===== src/rtl/cp0_pkg.sv =====
package cp0_pkg;

	// register numbers, select 0 only
	typedef enum logic [4:0] {
		reg_index    = 5'd0,
		reg_entrylo0 = 5'd2,
		reg_entrylo1 = 5'd3,
		reg_badvaddr = 5'd8,
		reg_count    = 5'd9,
		reg_entryhi  = 5'd10,
		reg_compare  = 5'd11,
		reg_status   = 5'd12,
		reg_cause    = 5'd13,
		reg_epc      = 5'd14
	} reg_num_t;

	// positions in the exc_type request vector
	typedef enum logic [3:0] {
		bit_mod       = 4'd0,
		bit_inval_ds  = 4'd1,
		bit_refill_ds = 4'd2,
		bit_inval_dr  = 4'd3,
		bit_refill_dr = 4'd4,
		bit_inval_in  = 4'd5,
		bit_refill_in = 4'd6,
		bit_ov        = 4'd7,
		bit_ri        = 4'd8,
		bit_bp        = 4'd9,
		bit_sys       = 4'd10,
		bit_ades      = 4'd11,
		bit_rdae      = 4'd12,
		bit_rine      = 4'd13,
		bit_int       = 4'd14
	} exc_bit_t;

	typedef enum logic [4:0] {
		code_int  = 5'h00,
		code_mod  = 5'h01,
		code_tlbl = 5'h02,
		code_tlbs = 5'h03,
		code_adel = 5'h04,
		code_ades = 5'h05,
		code_sys  = 5'h08,
		code_bp   = 5'h09,
		code_ri   = 5'h0a,
		code_ov   = 5'h0c
	} exc_code_t;

	typedef enum logic [1:0] {
		tlb_op_tlbp  = 2'd0,
		tlb_op_tlbr  = 2'd1,
		tlb_op_tlbwi = 2'd2
	} tlb_op_t;

	// entry is {vpn2, asid, g, page0, page1}, page = {pfn, c, d, v}
	localparam int vpn2_w         = 19;
	localparam int asid_w         = 8;
	localparam int page_w         = 25;
	localparam int entry_g_pos    = 2 * page_w;
	localparam int entry_asid_lsb = entry_g_pos + 1;
	localparam int entry_vpn2_lsb = entry_asid_lsb + asid_w;
	localparam int tlb_entry_w    = entry_vpn2_lsb + vpn2_w;

endpackage


===== src/rtl/tlb_if.sv =====
`timescale 1ns/1ps

interface tlb_if #(
	parameter int tlb_num = 16
);
	import cp0_pkg::*;

	localparam int idx_w = $clog2(tlb_num);

	logic [31:0]            probe_entryhi;
	logic [31:0]            probe_result;
	logic                   probe_wen;
	logic [idx_w-1:0]       index;
	logic [tlb_entry_w-1:0] read_entry;
	logic                   read_wen;
	logic [tlb_entry_w-1:0] write_entry;
	logic                   write_en;
	// raw array outputs, registered by the sequencer
	logic [31:0]            lookup_result;
	logic [tlb_entry_w-1:0] lookup_entry;

	modport regs_mp (
		output probe_entryhi, index, write_entry,
		input  probe_result, probe_wen, read_entry, read_wen
	);

	modport seq_mp (
		input  lookup_result, lookup_entry,
		output probe_result, probe_wen, read_entry, read_wen, write_en
	);

	modport array_mp (
		input  probe_entryhi, index, write_entry, write_en,
		output lookup_result, lookup_entry
	);

endinterface


===== src/rtl/cp0_regs.sv =====
`timescale 1ns/1ps

module cp0_regs #(
	parameter int tlb_num = 16
) (
	input  logic        clk,
	input  logic        rst,
	input  logic        cp0_wen,
	input  logic [7:0]  cp0_addr,
	input  logic [31:0] cp0_wdata,
	output logic [31:0] cp0_rdata,
	input  logic [14:0] exc_type,
	input  logic [31:0] pc,
	input  logic        is_slot,
	input  logic [5:0]  int_num,
	input  logic [31:0] bad_vaddr,
	input  logic        eret,
	output logic [31:0] epc,
	output logic        int_happen,
	tlb_if.regs_mp      tlb
);
	import cp0_pkg::*;

	localparam int idx_w = $clog2(tlb_num);

	reg_num_t         reg_sel;
	logic             wr_any;
	logic             any_exc;
	logic             tlb_exc;
	logic             addr_exc;
	exc_code_t        exc_code;
	logic [7:0]       status_im;
	logic             status_exl;
	logic             status_ie;
	logic             cause_bd;
	logic             cause_ti;
	logic [5:0]       cause_ip_hw;
	logic [1:0]       cause_ip_sw;
	logic [7:0]       cause_ip;
	exc_code_t        cause_exccode;
	logic [31:0]      cp0_epc;
	logic [31:0]      cp0_badvaddr;
	logic [32:0]      cp0_count;
	logic [31:0]      cp0_compare;
	logic             ti_set;
	logic             index_p;
	logic [idx_w-1:0] index_val;
	logic [vpn2_w-1:0] entryhi_vpn2;
	logic [asid_w-1:0] entryhi_asid;
	logic [page_w:0]  entrylo0;
	logic [page_w:0]  entrylo1;

	assign reg_sel = reg_num_t'(cp0_addr[7:3]);
	assign wr_any  = cp0_wen && cp0_addr[2:0] == 3'd0;

	assign any_exc  = |exc_type;
	assign tlb_exc  = exc_type[bit_refill_in] || exc_type[bit_inval_in]
		|| exc_type[bit_refill_dr] || exc_type[bit_inval_dr]
		|| exc_type[bit_refill_ds] || exc_type[bit_inval_ds] || exc_type[bit_mod];
	assign addr_exc = exc_type[bit_rine] || exc_type[bit_rdae] || exc_type[bit_ades];

	// interrupt, then fetch, decode, data side
	always_comb begin
		if (exc_type[bit_int])
			exc_code = code_int;
		else if (exc_type[bit_rine])
			exc_code = code_adel;
		else if (exc_type[bit_refill_in] || exc_type[bit_inval_in])
			exc_code = code_tlbl;
		else if (exc_type[bit_ri])
			exc_code = code_ri;
		else if (exc_type[bit_sys])
			exc_code = code_sys;
		else if (exc_type[bit_bp])
			exc_code = code_bp;
		else if (exc_type[bit_ov])
			exc_code = code_ov;
		else if (exc_type[bit_rdae])
			exc_code = code_adel;
		else if (exc_type[bit_ades])
			exc_code = code_ades;
		else if (exc_type[bit_refill_dr] || exc_type[bit_inval_dr])
			exc_code = code_tlbl;
		else if (exc_type[bit_refill_ds] || exc_type[bit_inval_ds])
			exc_code = code_tlbs;
		else
			exc_code = code_mod;
	end

	// timer shares IP7
	assign cause_ip   = {cause_ip_hw[5] | cause_ti, cause_ip_hw[4:0], cause_ip_sw};
	assign int_happen = status_ie && !status_exl && |(status_im & cause_ip);

	always_ff @(posedge clk) begin
		if (rst) begin
			status_im  <= 8'h0;
			status_ie  <= 1'b0;
			status_exl <= 1'b0;
		end else begin
			if (wr_any && reg_sel == reg_status) begin
				status_im <= cp0_wdata[15:8];
				status_ie <= cp0_wdata[0];
			end
			if (any_exc)
				status_exl <= 1'b1;
			else if (eret)
				status_exl <= 1'b0;
			else if (wr_any && reg_sel == reg_status)
				status_exl <= cp0_wdata[1];
		end
	end

	always_ff @(posedge clk) begin
		if (rst) begin
			cause_bd      <= 1'b0;
			cause_exccode <= code_int;
			cause_ip_sw   <= 2'b0;
		end else begin
			if (any_exc && !status_exl)
				cause_bd <= is_slot;
			if (any_exc)
				cause_exccode <= exc_code;
			if (wr_any && reg_sel == reg_cause)
				cause_ip_sw <= cp0_wdata[9:8];
		end
	end

	// hardware lines sampled every cycle
	always_ff @(posedge clk) begin
		if (rst)
			cause_ip_hw <= 6'h0;
		else
			cause_ip_hw <= int_num;
	end

	// epc is held while EXL is set
	always_ff @(posedge clk) begin
		if (any_exc && !status_exl)
			cp0_epc <= is_slot ? pc - 32'd4 : pc;
		else if (wr_any && reg_sel == reg_epc)
			cp0_epc <= cp0_wdata;
	end

	assign epc = cp0_epc;

	always_ff @(posedge clk) begin
		if (addr_exc || tlb_exc)
			cp0_badvaddr <= bad_vaddr;
	end

	// count lsb is a half-rate prescaler
	always_ff @(posedge clk) begin
		if (rst)
			cp0_count <= 33'h0;
		else if (wr_any && reg_sel == reg_count)
			cp0_count <= {cp0_wdata, 1'b0};
		else
			cp0_count <= cp0_count + 33'd1;
	end

	always_ff @(posedge clk) begin
		if (rst)
			cp0_compare <= 32'h0;
		else if (wr_any && reg_sel == reg_compare)
			cp0_compare <= cp0_wdata;
	end

	// fires as count steps onto compare
	assign ti_set = cp0_count[0] && (cp0_count[32:1] + 32'd1 == cp0_compare);

	always_ff @(posedge clk) begin
		if (rst)
			cause_ti <= 1'b0;
		else if (wr_any && reg_sel == reg_compare)
			cause_ti <= 1'b0;
		else if (ti_set)
			cause_ti <= 1'b1;
	end

	always_ff @(posedge clk) begin
		if (rst) begin
			index_p   <= 1'b0;
			index_val <= '0;
		end else if (tlb.probe_wen) begin
			index_p   <= tlb.probe_result[31];
			index_val <= tlb.probe_result[idx_w-1:0];
		end else if (wr_any && reg_sel == reg_index) begin
			index_val <= cp0_wdata[idx_w-1:0];
		end
	end

	always_ff @(posedge clk) begin
		if (tlb_exc) begin
			entryhi_vpn2 <= bad_vaddr[31:13];
		end else if (tlb.read_wen) begin
			entryhi_vpn2 <= tlb.read_entry[entry_vpn2_lsb +: vpn2_w];
			entryhi_asid <= tlb.read_entry[entry_asid_lsb +: asid_w];
		end else if (wr_any && reg_sel == reg_entryhi) begin
			entryhi_vpn2 <= cp0_wdata[31:13];
			entryhi_asid <= cp0_wdata[asid_w-1:0];
		end
	end

	// g is split back onto both pages on a read
	always_ff @(posedge clk) begin
		if (tlb.read_wen) begin
			entrylo0 <= {tlb.read_entry[page_w +: page_w], tlb.read_entry[entry_g_pos]};
			entrylo1 <= {tlb.read_entry[0 +: page_w], tlb.read_entry[entry_g_pos]};
		end else begin
			if (wr_any && reg_sel == reg_entrylo0)
				entrylo0 <= cp0_wdata[page_w:0];
			if (wr_any && reg_sel == reg_entrylo1)
				entrylo1 <= cp0_wdata[page_w:0];
		end
	end

	assign tlb.probe_entryhi = {entryhi_vpn2, 5'h0, entryhi_asid};
	assign tlb.index         = index_val;
	assign tlb.write_entry   = {entryhi_vpn2, entryhi_asid, entrylo0[0] & entrylo1[0],
		entrylo0[page_w:1], entrylo1[page_w:1]};

	always_comb begin
		cp0_rdata = 32'h0;
		if (cp0_addr[2:0] == 3'd0) begin
			case (reg_sel)
				reg_index:    cp0_rdata = {index_p, {(31 - idx_w){1'b0}}, index_val};
				reg_entrylo0: cp0_rdata = {6'h0, entrylo0};
				reg_entrylo1: cp0_rdata = {6'h0, entrylo1};
				reg_badvaddr: cp0_rdata = cp0_badvaddr;
				reg_count:    cp0_rdata = cp0_count[32:1];
				reg_entryhi:  cp0_rdata = {entryhi_vpn2, 5'h0, entryhi_asid};
				reg_compare:  cp0_rdata = cp0_compare;
				// bev is hardwired to 1
				reg_status:   cp0_rdata = {9'h0, 1'b1, 6'h0, status_im, 6'h0, status_exl, status_ie};
				reg_cause:    cp0_rdata = {cause_bd, cause_ti, 14'h0, cause_ip, 1'b0,
					cause_exccode, 2'b0};
				reg_epc:      cp0_rdata = cp0_epc;
				default:      cp0_rdata = 32'h0;
			endcase
		end
	end

endmodule


===== src/rtl/cp0_top.sv =====
`timescale 1ns/1ps

module cp0_top #(
	parameter int tlb_num = 16
) (
	input  logic        clk,
	input  logic        rst,
	input  logic        cp0_wen,
	input  logic [7:0]  cp0_addr,
	input  logic [31:0] cp0_wdata,
	output logic [31:0] cp0_rdata,
	input  logic [14:0] exc_type,
	input  logic [31:0] pc,
	input  logic        is_slot,
	input  logic [5:0]  int_num,
	input  logic [31:0] bad_vaddr,
	input  logic        eret,
	output logic [31:0] epc,
	output logic        int_happen,
	input  logic        tlb_valid,
	input  logic [1:0]  tlb_op,
	output logic        tlb_ready
);
	import cp0_pkg::*;

	tlb_if #(.tlb_num(tlb_num)) tlb ();

	cp0_regs #(
		.tlb_num(tlb_num)
	) u_regs (
		.clk        (clk),
		.rst        (rst),
		.cp0_wen    (cp0_wen),
		.cp0_addr   (cp0_addr),
		.cp0_wdata  (cp0_wdata),
		.cp0_rdata  (cp0_rdata),
		.exc_type   (exc_type),
		.pc         (pc),
		.is_slot    (is_slot),
		.int_num    (int_num),
		.bad_vaddr  (bad_vaddr),
		.eret       (eret),
		.epc        (epc),
		.int_happen (int_happen),
		.tlb        (tlb)
	);

	tlb_seq #(
		.tlb_num(tlb_num)
	) u_seq (
		.clk       (clk),
		.rst       (rst),
		.tlb_valid (tlb_valid),
		.tlb_op    (tlb_op_t'(tlb_op)),
		.tlb_ready (tlb_ready),
		.tlb       (tlb)
	);

	tlb_array #(
		.tlb_num(tlb_num)
	) u_array (
		.clk (clk),
		.rst (rst),
		.tlb (tlb)
	);

endmodule


===== src/rtl/tlb_array.sv =====
`timescale 1ns/1ps

module tlb_array #(
	parameter int tlb_num = 16
) (
	input  logic     clk,
	input  logic     rst,
	tlb_if.array_mp  tlb
);
	import cp0_pkg::*;

	localparam int idx_w = $clog2(tlb_num);

	logic [tlb_entry_w-1:0] entries [tlb_num];
	logic [tlb_num-1:0]     entry_vld;
	logic [tlb_num-1:0]     match;
	logic                   hit;
	logic [idx_w-1:0]       hit_idx;

	// vpn2 always compared, asid skipped for global entries
	always_comb begin
		for (int i = 0; i < tlb_num; i++) begin
			match[i] = entry_vld[i]
				&& entries[i][entry_vpn2_lsb +: vpn2_w] == tlb.probe_entryhi[31:13]
				&& (entries[i][entry_g_pos]
				|| entries[i][entry_asid_lsb +: asid_w] == tlb.probe_entryhi[asid_w-1:0]);
		end
	end

	// lowest matching index wins
	always_comb begin
		hit     = 1'b0;
		hit_idx = '0;
		for (int i = tlb_num - 1; i >= 0; i--) begin
			if (match[i]) begin
				hit     = 1'b1;
				hit_idx = idx_w'(i);
			end
		end
	end

	assign tlb.lookup_result = hit ? {{(32 - idx_w){1'b0}}, hit_idx} : 32'h8000_0000;
	assign tlb.lookup_entry  = entries[tlb.index];

	// entries never written take no part in a probe
	always_ff @(posedge clk) begin
		if (rst)
			entry_vld <= '0;
		else if (tlb.write_en)
			entry_vld[tlb.index] <= 1'b1;
	end

	always_ff @(posedge clk) begin
		if (tlb.write_en)
			entries[tlb.index] <= tlb.write_entry;
	end

endmodule


===== src/rtl/tlb_seq.sv =====
`timescale 1ns/1ps

module tlb_seq #(
	parameter int tlb_num = 16
) (
	input  logic             clk,
	input  logic             rst,
	input  logic             tlb_valid,
	input  cp0_pkg::tlb_op_t tlb_op,
	output logic             tlb_ready,
	tlb_if.seq_mp            tlb
);
	import cp0_pkg::*;

	localparam int idx_w = $clog2(tlb_num);

	typedef enum logic [1:0] {
		st_idle,
		st_lookup,
		st_commit
	} state_t;

	state_t                 state;
	tlb_op_t                op_q;
	logic                   accept;
	logic                   miss_q;
	logic [idx_w-1:0]       hit_idx_q;
	logic [tlb_entry_w-1:0] entry_q;

	assign tlb_ready = state == st_idle;
	assign accept    = tlb_valid && tlb_ready;

	always_ff @(posedge clk) begin
		if (rst) begin
			state         <= st_idle;
			tlb.probe_wen <= 1'b0;
			tlb.read_wen  <= 1'b0;
			tlb.write_en  <= 1'b0;
		end else begin
			case (state)
				st_idle: begin
					// tlbwi goes straight to the array write
					if (accept && tlb_op == tlb_op_tlbwi) begin
						state        <= st_commit;
						tlb.write_en <= 1'b1;
					end else if (accept) begin
						state <= st_lookup;
					end
				end
				st_lookup: begin
					state         <= st_commit;
					tlb.probe_wen <= op_q == tlb_op_tlbp;
					tlb.read_wen  <= op_q == tlb_op_tlbr;
				end
				default: begin
					state         <= st_idle;
					tlb.probe_wen <= 1'b0;
					tlb.read_wen  <= 1'b0;
					tlb.write_en  <= 1'b0;
				end
			endcase
		end
	end

	always_ff @(posedge clk) begin
		if (accept)
			op_q <= tlb_op;
	end

	// array result held for the commit cycle
	always_ff @(posedge clk) begin
		if (state == st_lookup) begin
			miss_q    <= tlb.lookup_result[31];
			hit_idx_q <= tlb.lookup_result[idx_w-1:0];
			entry_q   <= tlb.lookup_entry;
		end
	end

	assign tlb.probe_result = {miss_q, {(31 - idx_w){1'b0}}, hit_idx_q};
	assign tlb.read_entry   = entry_q;

endmodule


===== config.mk =====
export PLATFORM = sky130hd
export DESIGN_NAME = cp0_top
export DESIGN_NICKNAME = d
export VERILOG_FILES = /design/src/rtl/cp0_pkg.sv /design/src/rtl/tlb_if.sv /design/src/rtl/cp0_regs.sv /design/src/rtl/cp0_top.sv /design/src/rtl/tlb_array.sv /design/src/rtl/tlb_seq.sv
export SDC_FILE = /design/constraint.sdc
export NUM_CORES = 2
export LEC_CHECK = 0
export ABC_AREA = 1
export BUFFER_PORTS_ARGS = -buffer_cell sky130_fd_sc_hd__buf_2
export CORE_MARGIN = 8
export CORE_UTILIZATION = 35
export CTS_BUF_LIST = sky130_fd_sc_hd__clkbuf_8 sky130_fd_sc_hd__clkbuf_16
export CTS_CLUSTER_SIZE = 40
export DETAILED_ROUTE_END_ITERATION = 6
export GPL_TIMING_DRIVEN = 0
export PLACE_DENSITY = 0.55
export SLEW_MARGIN = 10
export SYNTH_ARGS = -nofsm -noshare
export SYNTH_HDL_FRONTEND = slang
export SYNTH_SLANG_ARGS = --single-unit
export TNS_END_PERCENT = 5

===== constraint.sdc =====
create_clock -name clk -period 8.1 [get_ports clk]
set_clock_uncertainty 0.1 [all_clocks]
set_input_delay 0.81 -clock clk [delete_from_list [all_inputs] [get_ports clk]]
set_output_delay 0.81 -clock clk [all_outputs]
set_load 0.1 [all_outputs]

==> results.md <==
- Placed cell count: 8203
- CP Max Fanout: 10
- CP arrival: around 5600 ps
- GRT overflow: 0
- Critical Path End Type: output pin
- Cell area after synthesis: 0.06742 mm^2
- Post-synth EDFFs: ~1500
- H-tree depth: 4
- Simple-gate area share of the yosys netlist: 0.09130
- Clk sinks: about 1600
- Fin. Hold Viols: 0
- Largest vdd supply drop: approximately 250 uV
- Syn nets: 5541
- Non-filler instance count after layout: 8540
- Worst-Margin Slew: 1456 ps
- Final Max Tran Viols: 0
- Final setup vio count: 0
- Placeable core area: 0.1920 mm^2
- Failing checks: design-rule violations
- Synth Area in Compound Gates: 0.1403
- Final net count: ~6000
- First drt pass iteration count: 7
- Crit start category: primary input
- PwrDens: about 230 mW/mm^2
- PortBufs: about 200
- Wire per inst: between 30 and 40 um
- Final instance area: 0.07917 mm^2
- Multiplexer share of the synthesized area: 0
- Vias in the first global route: 47630
- Crit-path slowest cell: a41oi_1
- Primary flip-flop cell chosen by synthesis mapping: edfxtp_1
- Vias post-DR: just over 50000
- Post-synth cell types: 66
- Clock period minus worst slack: roughly 6500 ps
- FFs w/ async S/R, synth: 0
- Global-route wire length before repair: 403.4 mm
- Io pins: ~200
- Routed Antenna Nets: 0
- Sequential cell area fraction in the yosys report: 0.6915
- Post-DP HPWL: approximately 220 mm
- Worst slew margin: 0.02966
- CTS resizes: 0
- Post-Synth Adder-Cell Area: 0.0005567
- DR vias/cell: between 6 and 7
- Site row count: around 160
- CTS buffer count: 170
- LEAKAGE: between 20 and 30 nW
- Max-cap check violation count: 0
- Synth warnings: 0
- Avg Cell Area, Syn: approximately 12 um^2
- CP required: slightly above 7000 ps
- Layout cells sized above 1: 0.1206
- RSZ-0062 raised after global routing: false
- Tot Pwr: around 18 mW
- Post-Place Setup Slack: approximately 1700 ps
- Initial antenna violation count: 15
- Die footprint: between 0.2 and 0.25 mm^2
- Cell breakdown of the critical path: buf_2, nor2_1, nand2_1, nor2_1, clkbuf_1, clkbuf_1, nand2_1, a41oi_1, buf_2
- HP Class: in2reg
- Clock latency on the worst-skew pair: 880 ps
- Xor/xnor share of the synthesized area: 0.03505
- Kind of critical path: in2out
- DR DRC count: 1
- Setup Buffers After CTS: 0
- Crit path buffers/inverters: 4
- Final worst setup slack: between 1500 and 2000 ps
- Largest net degree at the start of global routing: between 70 and 80
- Critical path's top delay family: buffers and inverters
- CTS clk-pin slew, worst paths: approximately 60 ps
- Synthesized instance count: between 5000 and 6000
- Flops & latches, synth: roughly 1600
- CP max stage delay: just under 1000 ps
- Worst Hold Margin: roughly 54 ps
- Total GRT Usage: 0.2813
- Status: finished, violations left
- Die Ht: ~450 um
- Filler instances: 17900
- Starting DRT DRC Count: a little over 8000
- Starting Density: 0.3512
- CTS tree: yes
- Maximum root-to-sink buffer count: 3
- Dpl cell area: roughly 0.073 mm^2
- Largest family of logic cells by synthesized area: compound AO/OA/AOI/OAI gates
- Placer Congestion: between 1 and 1.5
- Fmax: between 150 and 200 MHz
- Die X: 454.9 um
- Area growth syn-to-layout: 17.42%
- CTS Root Cell: clkbuf_16
- Post-route clock period utilization: 0.8077
- Routed wire length: 302.7 mm
[cell usage after synthesis (all sizes together) (41+ instances only)]
cell	instances	area, um^2
o21ai	227	1136
nor3	41	262.8
inv	389	1463
xor2	120	1059
a21oi	310	1551
clkbuf	200	753.2
nand4	72	450.4
o22ai	194	1214
a31oi	41	256.5
nand3	54	300.3
nor2	385	1535
or4	63	473.0
dfxtp	115	2302
edfxtp	1476	44320
a22oi	532	3994
buf	106	559.3
nand2	713	2709
a221oi	42	367.9
xnor2	149	1305
[repair_timing]
item                                   4_1_cts  5_1_grt
hold buffers                                13        0
endpoints found under the hold margin       13        0
setup endpoints to repair                    0        0
[path summary, 6_finish.rpt]
kind	cells after the start	end	from	slack (ps)
hold / removal	1	u_seq.op_q[0]	tlb_op[0]	50
hold reg to reg	2	u_array.entry_vld[5]	u_array.entry_vld[5]	370
setup reg to reg	13	u_seq.hit_idx_q[2]	u_regs.entryhi_vpn2[7]	3330
setup / recovery	9	cp0_rdata[19]	cp0_addr[3]	1560
[worst register-to-register path, delay by kind of cell, from the launching register on]
family          cells  cell delay, ps
simple gates        9            2320
compound gates      1             110
buf+inv             3            1090
flops               1            1030
[per-stage QoR]
stage	util	TNS, ps
6_report	0.4124	0
5_1_grt	0.4123	0
4_1_cts	0.4122	0
3_5_place_dp	0.3826	0
3_3_place_gp	0.3728	-3472020
2_1_floorplan	-	0
[metal layers]
metal / vias to the layer above / share of wire / GRT usage
met5: - / 0.000053 / 0
met4: 4 / 0.062 / 0.1448
met3: 577 / 0.11 / 0.05834
met2: 3516 / 0.43 / 0.4187
met1: 26070 / 0.40 / 0.3889
li1: 21160 / - / -
[registers in the layout, indices dropped and copies added (netlist names), 4 cells and up]
name / cells
u_regs.cp0_badvaddr: 32
u_seq.tlb.read_entry: 78
u_array.entry_vld: 16
u_regs.status_im: 8
u_regs.entryhi_vpn2: 19
u_regs.tlb.index: 4
u_regs.cp0_compare: 32
u_regs.cause_exccode: 4
u_regs.cp0_count: 33
u_regs.cause_ip_hw: 6
u_regs.epc: 32
u_regs.entryhi_asid: 8
u_seq.hit_idx_q: 4
u_regs.entrylo0: 26
u_regs.entrylo1: 26
u_array.entries: 1248
[power breakdown]
| part | leakage [nW] | internal, mW | total [mW] | switching, mW |
|---|---|---|---|---|
| clock | 2.85 | 4.27 | 7.79 | 3.53 |
| combinational | 9.78 | 0.219 | 0.933 | 0.714 |
| sequential | 14.3 | 9.01 | 9.13 | 0.128 |
[cells in the final DEF, fill, tap and decap left out, types with 32 or more instances in the layout]
master / instances
nor2_1: 351
clkbuf_16: 171
a221oi_1: 42
a31oi_1: 41
nand3_1: 48
clkinv_2: 34
o21ai_0: 219
buf_2: 270
nand2_1: 699
xnor2_1: 149
buf_16: 32
xor2_1: 119
a22oi_1: 532
buf_12: 40
or4_1: 63
clkbuf_1: 187
edfxtp_1: 1476
nor3_1: 32
inv_1: 409
dfxtp_1: 115
a21oi_1: 310
nand4_1: 72
o22ai_1: 194
[kinds of logic after synthesis]
family | count (synthesis)
DFF | 1591
AOI/OAI and AO/OA | 1457
and+or+nand+nor | 1388
buffers and inverters | 697
xor gates and xnor gates | 269
adders and majority gates | 3
[cell type report]
class	instances	area [um^2]	share of cell area
clock inverter	137	1192	0.01506
antenna	9	22.52	0.0002845
inverter	391	1476	0.01865
tap	2526	3161	0.03992
clock buffer	177	4362	0.05509
multi-input combinational	3117	18160	0.2294
buffer	306	1328	0.01677
sequential	1591	46620	0.5889
timing repair buffer	286	2848	0.03597
Note: power is estimated with default switching activity, not from simulation.
